File: src/ceres_pkg.sv
package ceres_pkg;

  // ======================================================================
  // Bus types
  // ======================================================================

  typedef logic [31:0]  addr_t;
  typedef logic [31:0]  data_t;
  typedef logic [3:0]   sel_t;
  typedef logic [127:0] line_t;
  typedef logic [15:0]  line_strb_t;
  typedef logic [2:0]   cti_t;
  typedef logic [63:0]  mtime_t;

  // Wishbone cycle type identifiers
  localparam cti_t CTI_CLASSIC = 3'b000;
  localparam cti_t CTI_INCR    = 3'b010;
  localparam cti_t CTI_EOB     = 3'b111;

  // ======================================================================
  // Address map and line geometry
  // ======================================================================

  // Compared against adr[31:28]
  localparam logic [3:0] RAM_REGION   = 4'h8;
  localparam logic [3:0] CLINT_REGION = 4'h3;

  localparam int unsigned WORDS_PER_LINE = 4;
  // Byte offset bits inside a 16-byte line
  localparam int unsigned LINE_OFFSET_W  = 4;

  // CLINT register offsets, low 16 address bits
  localparam logic [15:0] CLINT_MSIP_OFF        = 16'h0000;
  localparam logic [15:0] CLINT_MTIMECMP_LO_OFF = 16'h4000;
  localparam logic [15:0] CLINT_MTIMECMP_HI_OFF = 16'h4004;
  localparam logic [15:0] CLINT_MTIME_LO_OFF    = 16'hBFF8;
  localparam logic [15:0] CLINT_MTIME_HI_OFF    = 16'hBFFC;

  // RAM adapter FSM
  typedef enum logic [1:0] {
    IDLE,
    FETCH,
    BURST
  } burst_state_e;

endpackage

File: src/wb_if.sv
`timescale 1ns/1ps

interface wb_if import ceres_pkg::*; ();

  // Request side, master to slave
  logic  cyc;
  logic  stb;
  logic  we;
  addr_t adr;
  data_t dat_w;
  sel_t  sel;
  cti_t  cti;

  // Response side, slave to master
  data_t dat_r;
  logic  ack;
  logic  err;

  modport master (
    output cyc, stb, we, adr, dat_w, sel, cti,
    input  dat_r, ack, err
  );

  modport slave (
    input  cyc, stb, we, adr, dat_w, sel, cti,
    output dat_r, ack, err
  );

endinterface

File: src/wb_decoder.sv
`timescale 1ns/1ps

module wb_decoder import ceres_pkg::*; (
  wb_if.slave  m_bus,
  wb_if.master ram_bus,
  wb_if.master clint_bus
);

  logic [3:0] region;
  logic       ram_hit;
  logic       clint_hit;
  logic       m_req;

  // Top nibble picks the slave
  assign region    = m_bus.adr[31:28];
  assign ram_hit   = (region == RAM_REGION);
  assign clint_hit = (region == CLINT_REGION);
  assign m_req     = m_bus.cyc && m_bus.stb;

  // ======================================================================
  // Request fan-out
  // ======================================================================

  // Only stb is steered, everything else goes to both slaves
  assign ram_bus.cyc   = m_bus.cyc;
  assign ram_bus.stb   = m_bus.stb && ram_hit;
  assign ram_bus.we    = m_bus.we;
  assign ram_bus.adr   = m_bus.adr;
  assign ram_bus.dat_w = m_bus.dat_w;
  assign ram_bus.sel   = m_bus.sel;
  assign ram_bus.cti   = m_bus.cti;

  assign clint_bus.cyc   = m_bus.cyc;
  assign clint_bus.stb   = m_bus.stb && clint_hit;
  assign clint_bus.we    = m_bus.we;
  assign clint_bus.adr   = m_bus.adr;
  assign clint_bus.dat_w = m_bus.dat_w;
  assign clint_bus.sel   = m_bus.sel;
  assign clint_bus.cti   = m_bus.cti;

  // ======================================================================
  // Response merge
  // ======================================================================

  always_comb begin
    m_bus.dat_r = '0;
    m_bus.ack   = 1'b0;
    m_bus.err   = 1'b0;
    if (ram_hit) begin
      m_bus.dat_r = ram_bus.dat_r;
      m_bus.ack   = ram_bus.ack;
      m_bus.err   = ram_bus.err;
    end else if (clint_hit) begin
      m_bus.dat_r = clint_bus.dat_r;
      m_bus.ack   = clint_bus.ack;
      m_bus.err   = clint_bus.err;
    end else begin
      // Unmapped, answer with err in the same cycle
      m_bus.err = m_req;
    end
  end

endmodule

File: src/flat_wrapper.sv
// flat-port wrapper written by rule: the top's interface ports become plain ports
module wb_decoder_flat import ceres_pkg::*;
  (m_bus_cyc, m_bus_stb, m_bus_we, m_bus_adr, m_bus_dat_w, m_bus_sel, m_bus_cti, m_bus_dat_r, m_bus_ack, m_bus_err, ram_bus_cyc, ram_bus_stb, ram_bus_we, ram_bus_adr, ram_bus_dat_w, ram_bus_sel, ram_bus_cti, ram_bus_dat_r, ram_bus_ack, ram_bus_err, clint_bus_cyc, clint_bus_stb, clint_bus_we, clint_bus_adr, clint_bus_dat_w, clint_bus_sel, clint_bus_cti, clint_bus_dat_r, clint_bus_ack, clint_bus_err);
  wb_if m_bus_i ();
  wb_if ram_bus_i ();
  wb_if clint_bus_i ();
  input wire logic [$bits(m_bus_i.cyc)-1:0] m_bus_cyc;
  input wire logic [$bits(m_bus_i.stb)-1:0] m_bus_stb;
  input wire logic [$bits(m_bus_i.we)-1:0] m_bus_we;
  input wire logic [$bits(m_bus_i.adr)-1:0] m_bus_adr;
  input wire logic [$bits(m_bus_i.dat_w)-1:0] m_bus_dat_w;
  input wire logic [$bits(m_bus_i.sel)-1:0] m_bus_sel;
  input wire logic [$bits(m_bus_i.cti)-1:0] m_bus_cti;
  output wire logic [$bits(m_bus_i.dat_r)-1:0] m_bus_dat_r;
  output wire logic [$bits(m_bus_i.ack)-1:0] m_bus_ack;
  output wire logic [$bits(m_bus_i.err)-1:0] m_bus_err;
  output wire logic [$bits(ram_bus_i.cyc)-1:0] ram_bus_cyc;
  output wire logic [$bits(ram_bus_i.stb)-1:0] ram_bus_stb;
  output wire logic [$bits(ram_bus_i.we)-1:0] ram_bus_we;
  output wire logic [$bits(ram_bus_i.adr)-1:0] ram_bus_adr;
  output wire logic [$bits(ram_bus_i.dat_w)-1:0] ram_bus_dat_w;
  output wire logic [$bits(ram_bus_i.sel)-1:0] ram_bus_sel;
  output wire logic [$bits(ram_bus_i.cti)-1:0] ram_bus_cti;
  input wire logic [$bits(ram_bus_i.dat_r)-1:0] ram_bus_dat_r;
  input wire logic [$bits(ram_bus_i.ack)-1:0] ram_bus_ack;
  input wire logic [$bits(ram_bus_i.err)-1:0] ram_bus_err;
  output wire logic [$bits(clint_bus_i.cyc)-1:0] clint_bus_cyc;
  output wire logic [$bits(clint_bus_i.stb)-1:0] clint_bus_stb;
  output wire logic [$bits(clint_bus_i.we)-1:0] clint_bus_we;
  output wire logic [$bits(clint_bus_i.adr)-1:0] clint_bus_adr;
  output wire logic [$bits(clint_bus_i.dat_w)-1:0] clint_bus_dat_w;
  output wire logic [$bits(clint_bus_i.sel)-1:0] clint_bus_sel;
  output wire logic [$bits(clint_bus_i.cti)-1:0] clint_bus_cti;
  input wire logic [$bits(clint_bus_i.dat_r)-1:0] clint_bus_dat_r;
  input wire logic [$bits(clint_bus_i.ack)-1:0] clint_bus_ack;
  input wire logic [$bits(clint_bus_i.err)-1:0] clint_bus_err;
  assign m_bus_i.cyc = m_bus_cyc;
  assign m_bus_i.stb = m_bus_stb;
  assign m_bus_i.we = m_bus_we;
  assign m_bus_i.adr = m_bus_adr;
  assign m_bus_i.dat_w = m_bus_dat_w;
  assign m_bus_i.sel = m_bus_sel;
  assign m_bus_i.cti = m_bus_cti;
  assign m_bus_dat_r = m_bus_i.dat_r;
  assign m_bus_ack = m_bus_i.ack;
  assign m_bus_err = m_bus_i.err;
  assign ram_bus_cyc = ram_bus_i.cyc;
  assign ram_bus_stb = ram_bus_i.stb;
  assign ram_bus_we = ram_bus_i.we;
  assign ram_bus_adr = ram_bus_i.adr;
  assign ram_bus_dat_w = ram_bus_i.dat_w;
  assign ram_bus_sel = ram_bus_i.sel;
  assign ram_bus_cti = ram_bus_i.cti;
  assign ram_bus_i.dat_r = ram_bus_dat_r;
  assign ram_bus_i.ack = ram_bus_ack;
  assign ram_bus_i.err = ram_bus_err;
  assign clint_bus_cyc = clint_bus_i.cyc;
  assign clint_bus_stb = clint_bus_i.stb;
  assign clint_bus_we = clint_bus_i.we;
  assign clint_bus_adr = clint_bus_i.adr;
  assign clint_bus_dat_w = clint_bus_i.dat_w;
  assign clint_bus_sel = clint_bus_i.sel;
  assign clint_bus_cti = clint_bus_i.cti;
  assign clint_bus_i.dat_r = clint_bus_dat_r;
  assign clint_bus_i.ack = clint_bus_ack;
  assign clint_bus_i.err = clint_bus_err;
  wb_decoder u_core (.m_bus(m_bus_i), .ram_bus(ram_bus_i), .clint_bus(clint_bus_i));
endmodule
File: config.mk
export PLATFORM = sky130hd
export DESIGN_NAME = wb_decoder_flat
export DESIGN_NICKNAME = d
export VERILOG_FILES = /design/src/ceres_pkg.sv /design/src/wb_if.sv /design/src/wb_decoder.sv /design/src/flat_wrapper.sv
export SDC_FILE = /design/constraint.sdc
export NUM_CORES = 1
export LEC_CHECK = 0
export ABC_CLOCK_PERIOD_IN_PS = 1200
export BUFFER_PORTS_ARGS = -buffer_cell sky130_fd_sc_hd__buf_2
export CAP_MARGIN = 10
export CORE_AREA = 2 2 126 128
export DETAILED_ROUTE_END_ITERATION = 7
export DIE_AREA = 0 0 128 130
export PLACE_DENSITY = 0.38
export SYNTH_ARGS = -nofsm -noshare
export SYNTH_HDL_FRONTEND = slang
export SYNTH_SLANG_ARGS = --single-unit
File: constraint.sdc
create_clock -name vclk -period 1.2
set_input_delay 0.06 -clock vclk [all_inputs]
set_output_delay 0.06 -clock vclk [all_outputs]
set_load 0.02 [all_outputs]
### Yosys cells after proc, flatten, opt, wreduce, memory -nomap -nowiden

Index checks and enable logic that the tools add are counted.

| word-level totals | value |
|---|---|
| flip-flop bits (word level) | 0 |
| input port bits | 142 |
| output and inout port bits | 182 |

| cells by class | value |
|---|---|
| equality and inequality tests | 2 |
| multiplexer cells | 6 |
| reduce and logical (&&, ||, !) cells | 3 |

Operator list:

| kind | count |
|---|---|
| 32-bit 2-to-1 mux | 2 |
| 4-bit by 2-bit == test with 1-bit output, second input constant | 1 |
| 4-bit == test, second input constant | 1 |
| 1-bit 2-to-1 mux | 4 |
| 1-bit logical AND | 3 |

### Longest topological paths before layout

| depth | value |
|---|---|
| depth in word-level cells | 3 |
| depth in mapped cells | 4 |

### Worst setup path before layout

Ideal clock, no wire load.

| timing path | value |
|---|---|
| path kind | input to output |
| start point | in m_bus_adr[31] |
| end point | out m_bus_err |
| arrival | 1028 ps |
| data required time | 1140 ps |
| setup slack | 112 ps |
| stages | 4 |
| cells stage by stage | and4bb_2 buf_2 mux2i_1 o21ai_0 |

| on the way | value |
|---|---|
| longest elaborated chain between the ends | 3 |
| elaborated cells between the ends (all ways) | 4 |

RTL lines:

| element | RTL line | text |
|---|---|---|
| start, declared | flat_wrapper.sv:10 | `input wire logic [$bits(m_bus_i.adr)-1:0] m_bus_adr;` |
| 4-bit by 2-bit == test with 1-bit output | wb_decoder.sv:17 | `assign clint_hit = (region == CLINT_REGION);` |
| 1-bit 2-to-1 mux | wb_decoder.sv:53 | `end else if (clint_hit) begin` |
| 1-bit 2-to-1 mux (*) | wb_decoder.sv:49 | `if (ram_hit) begin` |
| end, declared | flat_wrapper.sv:16 | `output wire logic [$bits(m_bus_i.err)-1:0] m_bus_err;` |

Mark *: on every way between the ends. The rest lies on a longest branch, timed or not.

### Worst setup path after layout

| timing path | value |
|---|---|
| start point | in m_bus_adr[30] |
| end point | out m_bus_ack |

| on the way | value |
|---|---|
| longest elaborated chain between the ends | 3 |
| elaborated cells between the ends (all ways) | 4 |

RTL lines:

| element | RTL line | text |
|---|---|---|
| 4-bit by 2-bit == test with 1-bit output | wb_decoder.sv:17 |  |
| 1-bit 2-to-1 mux | wb_decoder.sv:53 |  |
| 1-bit 2-to-1 mux (*) | wb_decoder.sv:49 |  |
| end, declared | flat_wrapper.sv:15 | `output wire logic [$bits(m_bus_i.ack)-1:0] m_bus_ack;` |

Marked as above.

==> impl_results.md <==
- Kind of critical path: primary input to primary output
- DRC viols: 0
- Post-synthesis cell type count: 11
- Least-Margin Pin Slew: 0.202 ns
- Outcome: finished clean
- Pins Over Slew Limit: 0
- Synthesized cell area: 1540 um^2
- Setup crit start kind: primary input
- Vias in the first global route: 948
- Slew margin rel.: 86.5%
- Row Count: between 40 and 50
- Placed cell count: 357
- Iter 0 DRT Violations: 17
- Routed WL per cell: 13.9 um
- DRT Wirelength: 5060 um
- Vias: 1075
- Syn avg cell area: 7.96 um^2
- Worst VDD drop: 50.5 uV
- Max cap viols: 0
- Vias per inst: 2.95
- Post-Syn Instances: 194
- Max incr delay on CP: between 0.2 and 0.3 ns
- Diodes inserted: 0
- Fmax: 0.869 GHz
- Ports: around 320
- Initial core utilization: 10.0%
- Worst Setup End Kind: primary output
- DRT antenna net count: 0
- Pre-antenna DRT Iters: 4
- Hold Vio Cnt, Final: 0
- Syn-to-layout area delta: -6.40%
- # port buffers: 120
- Crit-path cells: buf_6 -> nor4b_4 -> buf_6 -> buf_6 -> a22o_2 -> buf_2
- P_leak: 0.000761 uW
- CTS Hold Bufs: 0
- Unrepaired setup endpoints after global routing: false
- CP top delay family: buffers and inverters
- Pwr per Cell Area: 262 nW/um^2
- Buf+Inv Stages, Crit Path: 4
- Largest net degree at the start of global routing: 28
- All-layer global routing usage: 4.05%
- Min-delay worst type: primary input to primary output
- Final nets: 316
- CP Max Fanout: 9
- Setup TNS: 0 ns
- GR Overflow Total: 0
- PnR worst setup slack: between 0.04 and 0.05 ns
- Place WS: 0.0271 ns
- Sequential area share after synthesis: 0%
- Syn_nets: between 300 and 400
- Min Clock Period, post-route: 1.15 ns
- Hpwl dp: 3700 um
- RePlAce Congestion: 0.585
- Register area: 0 um^2
- Antenna violations before repair: 0
- Share of cells above drive strength 1: 92.4%
- Core Area: 15400 um^2
- Syn. warnings: 0
- Fin crit share: between 90% and 100%
- DIE WIDTH: 128 um
- CP max-delay cell: nor4b_4
- Worst endpoint data arrival time: between 1 and 1.5 ns
- Crit path required time: approximately 1.1 ns
- Most common cell on crit path: buf_6
- Final std cells w/o fill: about 360
- Setup-failing EPs final: 0
- Global-route wire length before repair: 5150 um
- Die Y-Extent: 130 um
- Seq_cells: 0
- Die area: 16600 um^2
- Layout clock buffers: 0
## what timing repair did
| item | CTS | global route |
|---|---|---|
| endpoints found under the setup margin | 0 | 32 |
| resized for setup | 0 | 18 |
| setup buffers | 0 | 4 |
## per-stage QoR
stage / cell area (um^2) / util [%] / total power (uW) / hold slack [ns]
5_1_grt: 1450 / 9.37 / 406 / 0.120
4_1_cts: 1300 / 8.44 / 347 / 0.120
2_1_floorplan: 1540 / - / 833 / 0.233
3_3_place_gp: 1300 / 8.44 / 347 / 0.120
3_5_place_dp: 1300 / 8.44 / 346 / 0.120
6_report: 1450 / 9.37 / 379 / 0.120
## final timing paths
| kind | from | to | slack [ns] | cells past startpoint |
|---|---|---|---|---|
| worst max-delay path | m_bus_adr[30] | m_bus_ack | 0.05 | 6 |
| worst min-delay path | m_bus_adr[27] | clint_bus_adr[27] | 0.12 | 0 |
## cells by family after synthesis
logic type	after synthesis	synth area share (%)
AOI/OAI and AO/OA	34	21.1
buffers and inverters	153	74.5
muxes	1	0.648
and+or+nand+nor	6	3.81
## routing by layer
metal	track usage, %	part of all wire (%)	wire length, um
met5	0	0	0
met4	5.04	9.4	476
met3	0.615	11	577
met2	7.46	48	2410
met1	3.42	32	1600
## cells in the final DEF, fill, tap and decap left out
master / count
nand2_1: 1
a22o_2: 25
buf_4: 10
clkbuf_16: 2
buf_2: 110
o21ai_1: 1
and4bb_4: 1
a22o_1: 8
nor4b_4: 1
buf_6: 6
and2_1: 3
mux2i_2: 1
buf_12: 3
## cells in the mapped netlist
library cell | number | area share, %
o21ai_0 | 1 | 0.32
buf_6 | 3 | 2.2
a22o_1 | 8 | 4.5
and4bb_2 | 1 | 0.81
nor4b_4 | 1 | 1.5
buf_2 | 4 | 1.3
nand2_1 | 1 | 0.24
a22o_2 | 25 | 16
buf_4 | 146 | 71
and2_1 | 3 | 1.2
mux2i_1 | 1 | 0.65
## power breakdown
part / internal, uW / switching, uW
Clock: 0 / 0
Sequential: 0 / 0
Combinational: 196 / 183
## cell type report
class	instances	area, um^2
multi-input combinational	41	402
tap	192	240
fill	1795	14000
timing repair buffer	131	803
Power figures use the tool's default switching activity.
