`src/ceres_pkg.sv`:
```
package ceres_pkg;

  // ======================================================================
  // Bus types
  // ======================================================================

  typedef logic [31:0]  addr_t;
  typedef logic [31:0]  data_t;
  typedef logic [3:0]   sel_t;
  typedef logic [127:0] line_t;
  typedef logic [15:0]  line_strb_t;
  typedef logic [2:0]   cti_t;
  typedef logic [63:0]  mtime_t;

  // Wishbone cycle type identifiers
  localparam cti_t CTI_CLASSIC = 3'b000;
  localparam cti_t CTI_INCR    = 3'b010;
  localparam cti_t CTI_EOB     = 3'b111;

  // ======================================================================
  // Address map and line geometry
  // ======================================================================

  // Compared against adr[31:28]
  localparam logic [3:0] RAM_REGION   = 4'h8;
  localparam logic [3:0] CLINT_REGION = 4'h3;

  localparam int unsigned WORDS_PER_LINE = 4;
  // Byte offset bits inside a 16-byte line
  localparam int unsigned LINE_OFFSET_W  = 4;

  // CLINT register offsets, low 16 address bits
  localparam logic [15:0] CLINT_MSIP_OFF        = 16'h0000;
  localparam logic [15:0] CLINT_MTIMECMP_LO_OFF = 16'h4000;
  localparam logic [15:0] CLINT_MTIMECMP_HI_OFF = 16'h4004;
  localparam logic [15:0] CLINT_MTIME_LO_OFF    = 16'hBFF8;
  localparam logic [15:0] CLINT_MTIME_HI_OFF    = 16'hBFFC;

  // RAM adapter FSM
  typedef enum logic [1:0] {
    IDLE,
    FETCH,
    BURST
  } burst_state_e;

endpackage

```
`src/wb_if.sv`:
```
`timescale 1ns/1ps

interface wb_if import ceres_pkg::*; ();

  // Request side, master to slave
  logic  cyc;
  logic  stb;
  logic  we;
  addr_t adr;
  data_t dat_w;
  sel_t  sel;
  cti_t  cti;

  // Response side, slave to master
  data_t dat_r;
  logic  ack;
  logic  err;

  modport master (
    output cyc, stb, we, adr, dat_w, sel, cti,
    input  dat_r, ack, err
  );

  modport slave (
    input  cyc, stb, we, adr, dat_w, sel, cti,
    output dat_r, ack, err
  );

endinterface

```
`src/wb_clint.sv`:
```
`timescale 1ns/1ps

module wb_clint import ceres_pkg::*; (
  input  logic clk_i,
  input  logic rst_ni,
  wb_if.slave  bus,
  output logic timer_irq_o,
  output logic sw_irq_o
);

  logic        access;
  logic        wr_en;
  logic [15:0] off;

  mtime_t mtime_q;
  mtime_t mtime_d;
  mtime_t mtimecmp_q;
  mtime_t mtimecmp_d;
  logic   msip_q;
  logic   msip_d;
  data_t  rdata_d;
  data_t  rdata_q;
  logic   ack_q;
  logic   timer_irq_q;

  // Byte-lane merge of a write into an old word
  function automatic data_t merge_bytes(data_t old_w, data_t new_w, sel_t sel);
    data_t res;
    res = old_w;
    for (int b = 0; b < $bits(sel_t); b++) begin
      if (sel[b]) begin
        res[b*8 +: 8] = new_w[b*8 +: 8];
      end
    end
    return res;
  endfunction

  // A held request is served once
  assign access = bus.cyc && bus.stb && !ack_q;
  assign wr_en  = access && bus.we;
  assign off    = bus.adr[15:0];

  // ======================================================================
  // Register updates
  // ======================================================================

  always_comb begin
    // Free-running count unless software writes mtime
    mtime_d    = mtime_q + 64'd1;
    mtimecmp_d = mtimecmp_q;
    msip_d     = msip_q;
    if (wr_en) begin
      case (off)
        CLINT_MSIP_OFF:        msip_d = bus.sel[0] ? bus.dat_w[0] : msip_q;
        CLINT_MTIMECMP_LO_OFF: mtimecmp_d[31:0] = merge_bytes(mtimecmp_q[31:0], bus.dat_w, bus.sel);
        CLINT_MTIMECMP_HI_OFF: mtimecmp_d[63:32] = merge_bytes(mtimecmp_q[63:32], bus.dat_w, bus.sel);
        CLINT_MTIME_LO_OFF:    mtime_d = {mtime_q[63:32], merge_bytes(mtime_q[31:0], bus.dat_w, bus.sel)};
        CLINT_MTIME_HI_OFF:    mtime_d = {merge_bytes(mtime_q[63:32], bus.dat_w, bus.sel), mtime_q[31:0]};
        default: ;
      endcase
    end
  end

  // Read mux, holes read as zero
  always_comb begin
    case (off)
      CLINT_MSIP_OFF:        rdata_d = {31'd0, msip_q};
      CLINT_MTIMECMP_LO_OFF: rdata_d = mtimecmp_q[31:0];
      CLINT_MTIMECMP_HI_OFF: rdata_d = mtimecmp_q[63:32];
      CLINT_MTIME_LO_OFF:    rdata_d = mtime_q[31:0];
      CLINT_MTIME_HI_OFF:    rdata_d = mtime_q[63:32];
      default:               rdata_d = '0;
    endcase
  end

  always_ff @(posedge clk_i) begin
    if (!rst_ni) begin
      mtime_q     <= '0;
      mtimecmp_q  <= '1;
      msip_q      <= 1'b0;
      ack_q       <= 1'b0;
      timer_irq_q <= 1'b0;
    end else begin
      mtime_q     <= mtime_d;
      mtimecmp_q  <= mtimecmp_d;
      msip_q      <= msip_d;
      ack_q       <= access;
      // Level interrupt, one cycle behind the compare
      timer_irq_q <= (mtime_q >= mtimecmp_q);
    end
  end

  always_ff @(posedge clk_i) begin
    if (access) begin
      rdata_q <= rdata_d;
    end
  end

  assign bus.dat_r   = rdata_q;
  assign bus.ack     = ack_q;
  assign bus.err     = 1'b0;
  assign timer_irq_o = timer_irq_q;
  assign sw_irq_o    = msip_q;

endmodule

```
`src/flat_wrapper.sv`:
```
// flat-port wrapper written by rule: the top's interface ports become plain ports
module wb_clint_flat import ceres_pkg::*;
  (clk_i, rst_ni, timer_irq_o, sw_irq_o, bus_cyc, bus_stb, bus_we, bus_adr, bus_dat_w, bus_sel, bus_cti, bus_dat_r, bus_ack, bus_err);
  wb_if bus_i ();
  input  logic clk_i;
  input  logic rst_ni;
  output logic timer_irq_o;
  output logic sw_irq_o;
  input wire logic [$bits(bus_i.cyc)-1:0] bus_cyc;
  input wire logic [$bits(bus_i.stb)-1:0] bus_stb;
  input wire logic [$bits(bus_i.we)-1:0] bus_we;
  input wire logic [$bits(bus_i.adr)-1:0] bus_adr;
  input wire logic [$bits(bus_i.dat_w)-1:0] bus_dat_w;
  input wire logic [$bits(bus_i.sel)-1:0] bus_sel;
  input wire logic [$bits(bus_i.cti)-1:0] bus_cti;
  output wire logic [$bits(bus_i.dat_r)-1:0] bus_dat_r;
  output wire logic [$bits(bus_i.ack)-1:0] bus_ack;
  output wire logic [$bits(bus_i.err)-1:0] bus_err;
  assign bus_i.cyc = bus_cyc;
  assign bus_i.stb = bus_stb;
  assign bus_i.we = bus_we;
  assign bus_i.adr = bus_adr;
  assign bus_i.dat_w = bus_dat_w;
  assign bus_i.sel = bus_sel;
  assign bus_i.cti = bus_cti;
  assign bus_dat_r = bus_i.dat_r;
  assign bus_ack = bus_i.ack;
  assign bus_err = bus_i.err;
  wb_clint u_core (.clk_i(clk_i), .rst_ni(rst_ni), .bus(bus_i), .timer_irq_o(timer_irq_o), .sw_irq_o(sw_irq_o));
endmodule
```
`config.mk`:
```
export PLATFORM = sky130hd
export DESIGN_NAME = wb_clint_flat
export DESIGN_NICKNAME = d
export VERILOG_FILES = /design/src/ceres_pkg.sv /design/src/wb_if.sv /design/src/wb_clint.sv /design/src/flat_wrapper.sv
export SDC_FILE = /design/constraint.sdc
export NUM_CORES = 1
export LEC_CHECK = 0
export BUFFER_PORTS_ARGS = -buffer_cell sky130_fd_sc_hd__buf_4
export CAP_MARGIN = 20
export CORE_MARGIN = 4
export CORE_UTILIZATION = 54
export DETAILED_ROUTE_END_ITERATION = 7
export HOLD_SLACK_MARGIN = 0.05
export PLACE_DENSITY = 0.78
export SYNTH_ARGS = -nofsm -noshare
export SYNTH_HDL_FRONTEND = slang
export SYNTH_SLANG_ARGS = --single-unit
```
`constraint.sdc`:
```
create_clock -name clk_i -period 3.2 [get_ports clk_i]
set_clock_uncertainty 0.15 [all_clocks]
set_input_delay 0.16 -clock clk_i [delete_from_list [all_inputs] [get_ports clk_i]]
set_output_delay 0.16 -clock clk_i [all_outputs]
set_load 0.01 [all_outputs]
```
Yosys cells after proc, flatten, opt, wreduce, memory -nomap -nowiden --
Index checks and enable logic that the tools add are counted.
Operators by class: add/subtract/negate cells 1, order comparisons 1, eq/ne operators 14, multiplexer cells 7, reductions and logical operators 22
Operator list (count):
- $pmux 32 s5 | 1
- $pmux 64 s2 | 1
- $add 64x1->64 const B | 1
- $ge 64x64->1 | 1
- $mux 64 | 1
- $eq 16x15->1 const B | 2
- $eq 16x16->1 const B | 2
- $mux 8 | 4
- $reduce_and 3->1 | 9
- $ne 3x3->1 const B | 8
- $logic_not 16->1 | 1
- $reduce_and 2->1 | 8
- $ne 2x2->1 const B | 2
- $logic_and 1x1->1 | 3
- $logic_not 1->1 | 1
Storage, ports and cells: register bits after elaboration 163, word-level logic and storage cells 65

Longest topological paths before layout --
depth in word-level cells 5, depth in mapped cells 10, depth with buffers taken out 8

Least setup slack after synthesis --
OpenSTA, ideal clock, no wires.
path type register to register, start reg u_core.ack_q (netlist: u_core.bus.ack), end reg u_core.mtimecmp_q[48], arrival 2755 ps, required time 2909 ps, setup slack 153 ps, cell stages (with the launch flop) 7, buffers on the path 2, clock period less this slack 3047 ps, cell sequence dfxtp_1 > and3b_1 > nand2_1 > clkbuf_1 > nor3_1 > buf_2 > o211ai_1
On the way: longest elaborated chain between the ends 4
Ends and longest elaborated chain:
- from (decl) | line wb_clint.sv:23 | logic ack_q;
- from (signal assigned) | line wb_clint.sv:87 | ack_q <= access;
- $logic_not 1->1 | line wb_clint.sv:39 | assign access = bus.cyc && bus.stb && !ack_q;
- $logic_and 1x1->1 | line wb_clint.sv:39
- via u_core.access | line wb_clint.sv:11 | logic access;
- $logic_and 1x1->1 | line wb_clint.sv:40 | assign wr_en = access && bus.we;
- $reduce_and 3->1 (no source line)
- to (signal assigned) | line wb_clint.sv:85 | mtimecmp_q <= mtimecmp_d;
- to (decl) | line wb_clint.sv:17 | mtime_t mtimecmp_q;
The timed path passes the listed nets, and every way through them passes these cells. A chain may end at the register's enable or synchronous reset.

Final worst setup path --
start reg u_core.mtime_q[1], end reg u_core.mtime_q[48]
On the way: longest elaborated chain between the ends 3
Ends and longest elaborated chain:
- from (decl) | line wb_clint.sv:15 | mtime_t mtime_q;
- from (signal assigned) | line wb_clint.sv:84 | mtime_q <= mtime_d;
- $add 64x1->64 * | line wb_clint.sv:49 | mtime_d = mtime_q + 64'd1;
- $pmux 64 s2 | line wb_clint.sv:53 | case (off)
- $mux 64 * | line wb_clint.sv:52 | if (wr_en) begin
Mark *: on every way between the ends. The rest lies on a longest branch, timed or not.

==> impl_metrics.xml <==
<?xml version="1.0" encoding="UTF-8"?>
<metrics>
  <group name="yosys">
    <metric name="synth-async-reset-ratio" unit="%">0</metric>
    <metric name="synth_seq_cells" unit="">163</metric>
    <metric name="syn-num-nets" unit="">1308</metric>
    <metric name="synth-edff-count" unit="">32</metric>
    <metric name="post_synth_instance_area" unit="µm²">10040</metric>
    <metric name="synth.largest_area_cell" unit="">sky130_fd_sc_hd__dfxtp_1</metric>
    <metric name="yosysUniqueCellTypes" unit="">75</metric>
    <metric name="syn_inst" unit="">1167</metric>
    <metric name="mean_cell_area_of_the_mapped_netlist" unit="µm²">8.600</metric>
    <metric name="synth.area.top_cells" unit="">sky130_fd_sc_hd__dfxtp_1 26%, sky130_fd_sc_hd__edfxtp_1 9.6%, sky130_fd_sc_hd__ha_1 8.1%, sky130_fd_sc_hd__mux2i_1 7.0%, sky130_fd_sc_hd__nand2_1 5.5%</metric>
    <metric name="seq_area_frac_synth" unit="%">35.71</metric>
    <metric name="yosys_warnings" unit="">0</metric>
    <metric name="synth_top_area_share" unit="%">26.13</metric>
    <metric name="postSynth.topFlopCell" unit="">sky130_fd_sc_hd__dfxtp_1</metric>
  </group>
  <group name="placed_design">
    <metric name="final_weighted_congestion_of_routability_driven_global_placement" unit="">0.9914</metric>
    <metric name="portBuffers" unit="">91</metric>
    <metric name="detailedPlacementHpwl" unit="µm">23030</metric>
    <metric name="placedCellCount" unit="">1464</metric>
  </group>
  <group name="power">
    <metric name="power_per_cell_area" unit="nW/µm²">366.5</metric>
    <metric name="total_power" unit="W">0.004402</metric>
    <metric name="leakage" unit="nW">5.253</metric>
    <metric name="vdd_ir_drop_max" unit="mV">0.3761</metric>
  </group>
  <group name="routing">
    <metric name="routed_wirelength_normalized_by_instance_count" unit="µm">21.27</metric>
    <metric name="vias_per_cell" unit="">6.562</metric>
    <metric name="detail_route.wirelength" unit="µm">32630</metric>
    <metric name="topRoutingLayerUsed" unit="">met4</metric>
    <metric name="route.layer.met1.wl" unit="µm">13760</metric>
    <metric name="postRouteAntennaNets" unit="">0</metric>
    <metric name="remaining_drc_errors" unit="">0</metric>
    <metric name="first_pass_iters" unit="">8</metric>
    <metric name="dr.first_iter.drc_count" unit="">1237</metric>
    <metric name="total_vias_in_the_final_route" unit="">10066</metric>
    <metric name="met2_length" unit="µm">14560</metric>
    <metric name="met3WireLength" unit="µm">3137</metric>
  </group>
  <group name="run_status">
    <metric name="status" unit="">complete, no violations</metric>
  </group>
  <group name="die">
    <metric name="die_x" unit="µm">144.3</metric>
    <metric name="floorplan.initialDensity" unit="%">55.30</metric>
    <metric name="die_area" unit="µm²">20830</metric>
    <metric name="core_footprint" unit="µm²">18150</metric>
    <metric name="placementRows" unit="">49</metric>
    <metric name="die_y" unit="µm">144.3</metric>
    <metric name="boundaryPins" unit="">112</metric>
  </group>
  <group name="grt">
    <metric name="grt_first_pass_wirelength" unit="µm">51140</metric>
    <metric name="antenna_found_initial" unit="">0</metric>
    <metric name="grt_start_max_net_pins" unit="">82</metric>
    <metric name="first_global_vias" unit="">9519</metric>
    <metric name="grt_remaining_overflow" unit="">0</metric>
    <metric name="gr-usage-all-layers" unit="%">31.09</metric>
  </group>
  <group name="cts">
    <metric name="clock_latency" unit="ns">0.44</metric>
    <metric name="root_buffer" unit="">sky130_fd_sc_hd__clkbuf_16</metric>
    <metric name="htreeDepth" unit="">4</metric>
    <metric name="cts.reportedPaths.clkPinSlew" unit="ns">0.07</metric>
    <metric name="tritoncts_clock_tree" unit="">done</metric>
    <metric name="tritoncts.num_buffers" unit="">17</metric>
    <metric name="cts.sink_count" unit="">163</metric>
    <metric name="post_cts_setup_bufs" unit="">0</metric>
    <metric name="clockBufferDepth" unit="">2</metric>
  </group>
  <group name="timing">
    <metric name="finalHoldViolations" unit="">0</metric>
    <metric name="worst-slew-pin-transition" unit="ns">0.9258</metric>
    <metric name="max_freq" unit="MHz">343.4</metric>
    <metric name="final_min_period_over_clock_period" unit="%">91.01</metric>
    <metric name="timing.setup.tns" unit="ns">0</metric>
    <metric name="timing.hold.ws" unit="ns">0.08942</metric>
    <metric name="setup_repair_after_global_routing_missed_its_margin" unit="">no</metric>
    <metric name="report.final.setup_viol" unit="">0</metric>
    <metric name="final_max_slew_viol_count" unit="">0</metric>
    <metric name="timing.final.crit_period" unit="ns">2.912</metric>
    <metric name="max_slew_margin" unit="%">38.28</metric>
  </group>
  <group name="cells_and_area">
    <metric name="final_cells" unit="">1534</metric>
    <metric name="mostFrequentLayoutCells" unit="">147 x sky130_fd_sc_hd__nand2_1, 132 x sky130_fd_sc_hd__buf_4, 131 x sky130_fd_sc_hd__dfxtp_1, 74 x sky130_fd_sc_hd__inv_1</metric>
    <metric name="area_delta_synth_final" unit="%">19.66</metric>
    <metric name="antenna_cells" unit="">0</metric>
    <metric name="post_route_cells_drive_above_1_share" unit="%">16.09</metric>
    <metric name="nNetsFinal" unit="">1433</metric>
    <metric name="final_common_cell" unit="">sky130_fd_sc_hd__nand2_1</metric>
  </group>
  <group name="critical_path">
    <metric name="critical_path.max_fanout" unit="">11</metric>
    <metric name="worstPathRequired" unit="ns">3.39</metric>
    <metric name="critical_path_class" unit="">flip-flop to flip-flop</metric>
    <metric name="cp-start-kind" unit="">flip-flop</metric>
    <metric name="cp.arrival" unit="ns">3.11</metric>
    <metric name="worst_setup_path_end_kind" unit="">flip-flop</metric>
  </group>
  <group name="flow_run">
    <metric name="drv.max_cap_violation_count" unit="">0</metric>
  </group>
  <group name="min_path">
    <metric name="hold_class" unit="">primary input to flip-flop</metric>
  </group>
</metrics>
## metal layers
metal	vias up	global-route usage [%]
li1	4632	-
met1	4747	42.83
met2	586	47.79
met3	101	6.184
met4	0	13.01
met5	-	0
## repair_timing
| item | in CTS | in global routing |
|---|---|---|
| gates resized for setup | 0 | 0 |
| hold buffers | 38 | 0 |
| endpoints found under the hold margin | 122 | 0 |
## worst paths after layout
path                                startpoint                                 to  slack, ns  cells past startpoint
max             u_core.mtime_q[1]$_SDFFE_PN0P_    u_core.mtime_q[48]$_SDFFE_PN0P_       0.29                      7
min                                bus_adr[11]      u_core.bus.dat_r[0]$_DFFE_PP_       0.09                      4
max reg2reg     u_core.mtime_q[1]$_SDFFE_PN0P_    u_core.mtime_q[48]$_SDFFE_PN0P_       0.29                      7
min reg2reg  u_core.mtimecmp_q[2]$_SDFFE_PN1P_  u_core.mtimecmp_q[2]$_SDFFE_PN1P_       0.37                      2
## state kept, by name, summed over array words and instances, names as in the netlist
signal,count
u_core.mtimecmp_q,64
u_core.sw_irq_o,1
u_core.mtime_q,64
u_core.bus.ack,1
u_core.timer_irq_o,1
u_core.bus.dat_r,32
## metrics by stage
stage | utilization [%] | instance area [µm²] | setup slack (ns)
3_5_place_dp | 61.03 | 11080 | 0.3477
5_1_grt | 66.17 | 12010 | 0.06057
3_3_place_gp | 61.03 | 11080 | 0.4302
4_1_cts | 66.17 | 12010 | 0.3214
6_report | 66.17 | 12010 | 0.2877
2_1_floorplan | - | 10040 | 0.1534
## power breakdown
part | total [W] | internal [W] | switching, W
clock | 0.00196 | 0.00110 | 0.000865
sequential | 0.00212 | 0.00211 | 0.00000897
combinational | 0.000321 | 0.000142 | 0.000180
total | 0.00440 | 0.00335 | 0.00105
## worst max-delay path: stages (launching register included)
cell and delay (ns):
sky130_fd_sc_hd__dfxtp_1 0.45, sky130_fd_sc_hd__ha_1 0.27, sky130_fd_sc_hd__nand4_1 0.28, sky130_fd_sc_hd__nor4_4 0.40
sky130_fd_sc_hd__nand4_2 0.45, sky130_fd_sc_hd__nor3_1 0.42, sky130_fd_sc_hd__nand4_1 0.14, sky130_fd_sc_hd__a221oi_1 0.26
## cells by family after synthesis
kind of cell    Yosys count  share of synthesized area [%]
other cells               1                        0.03737
mux                      80                          8.104
xor+xnor                 14                          1.222
flops                   163                          35.71
fa+ha+maj                65                          8.104
compound gates          305                          20.12
simple gates            399                          21.08
buf+inv                 140                          5.623
## Yosys cell counts (all sizes together) (4+ instances only)
| cell type | instances |
|---|---|
| a221oi | 5 |
| clkbuf | 34 |
| a2111oi | 4 |
| dfxtp | 131 |
| a32oi | 4 |
| or4 | 5 |
| nor4 | 25 |
| nor3 | 48 |
| mux2i | 70 |
| mux2 | 10 |
| a22oi | 5 |
| nand4 | 30 |
| a211oi | 15 |
| inv | 74 |
| a31o | 4 |
| and3 | 8 |
| nor2 | 55 |
| or3 | 4 |
| edfxtp | 32 |
| o21a | 5 |
| and2 | 9 |
| o31ai | 4 |
| o211ai | 70 |
| and4 | 13 |
| ha | 65 |
| a311oi | 6 |
| nand3 | 40 |
| o22ai | 35 |
| a21oi | 66 |
| a31oi | 10 |
| nor2b | 4 |
| nand2 | 148 |
| o21ai | 48 |
| xnor2 | 11 |
| buf | 32 |
## cell type report
class,instances,area [µm²]
sequential,163,3583
timing repair buffer,172,1411
clock inverter,7,47.55
tap,229,286.5
multi-input combinational,864,5897
inverter,74,277.8
clock buffer,25,505.5
fill,1503,6138
Note: power is estimated with default switching activity, not from simulation.
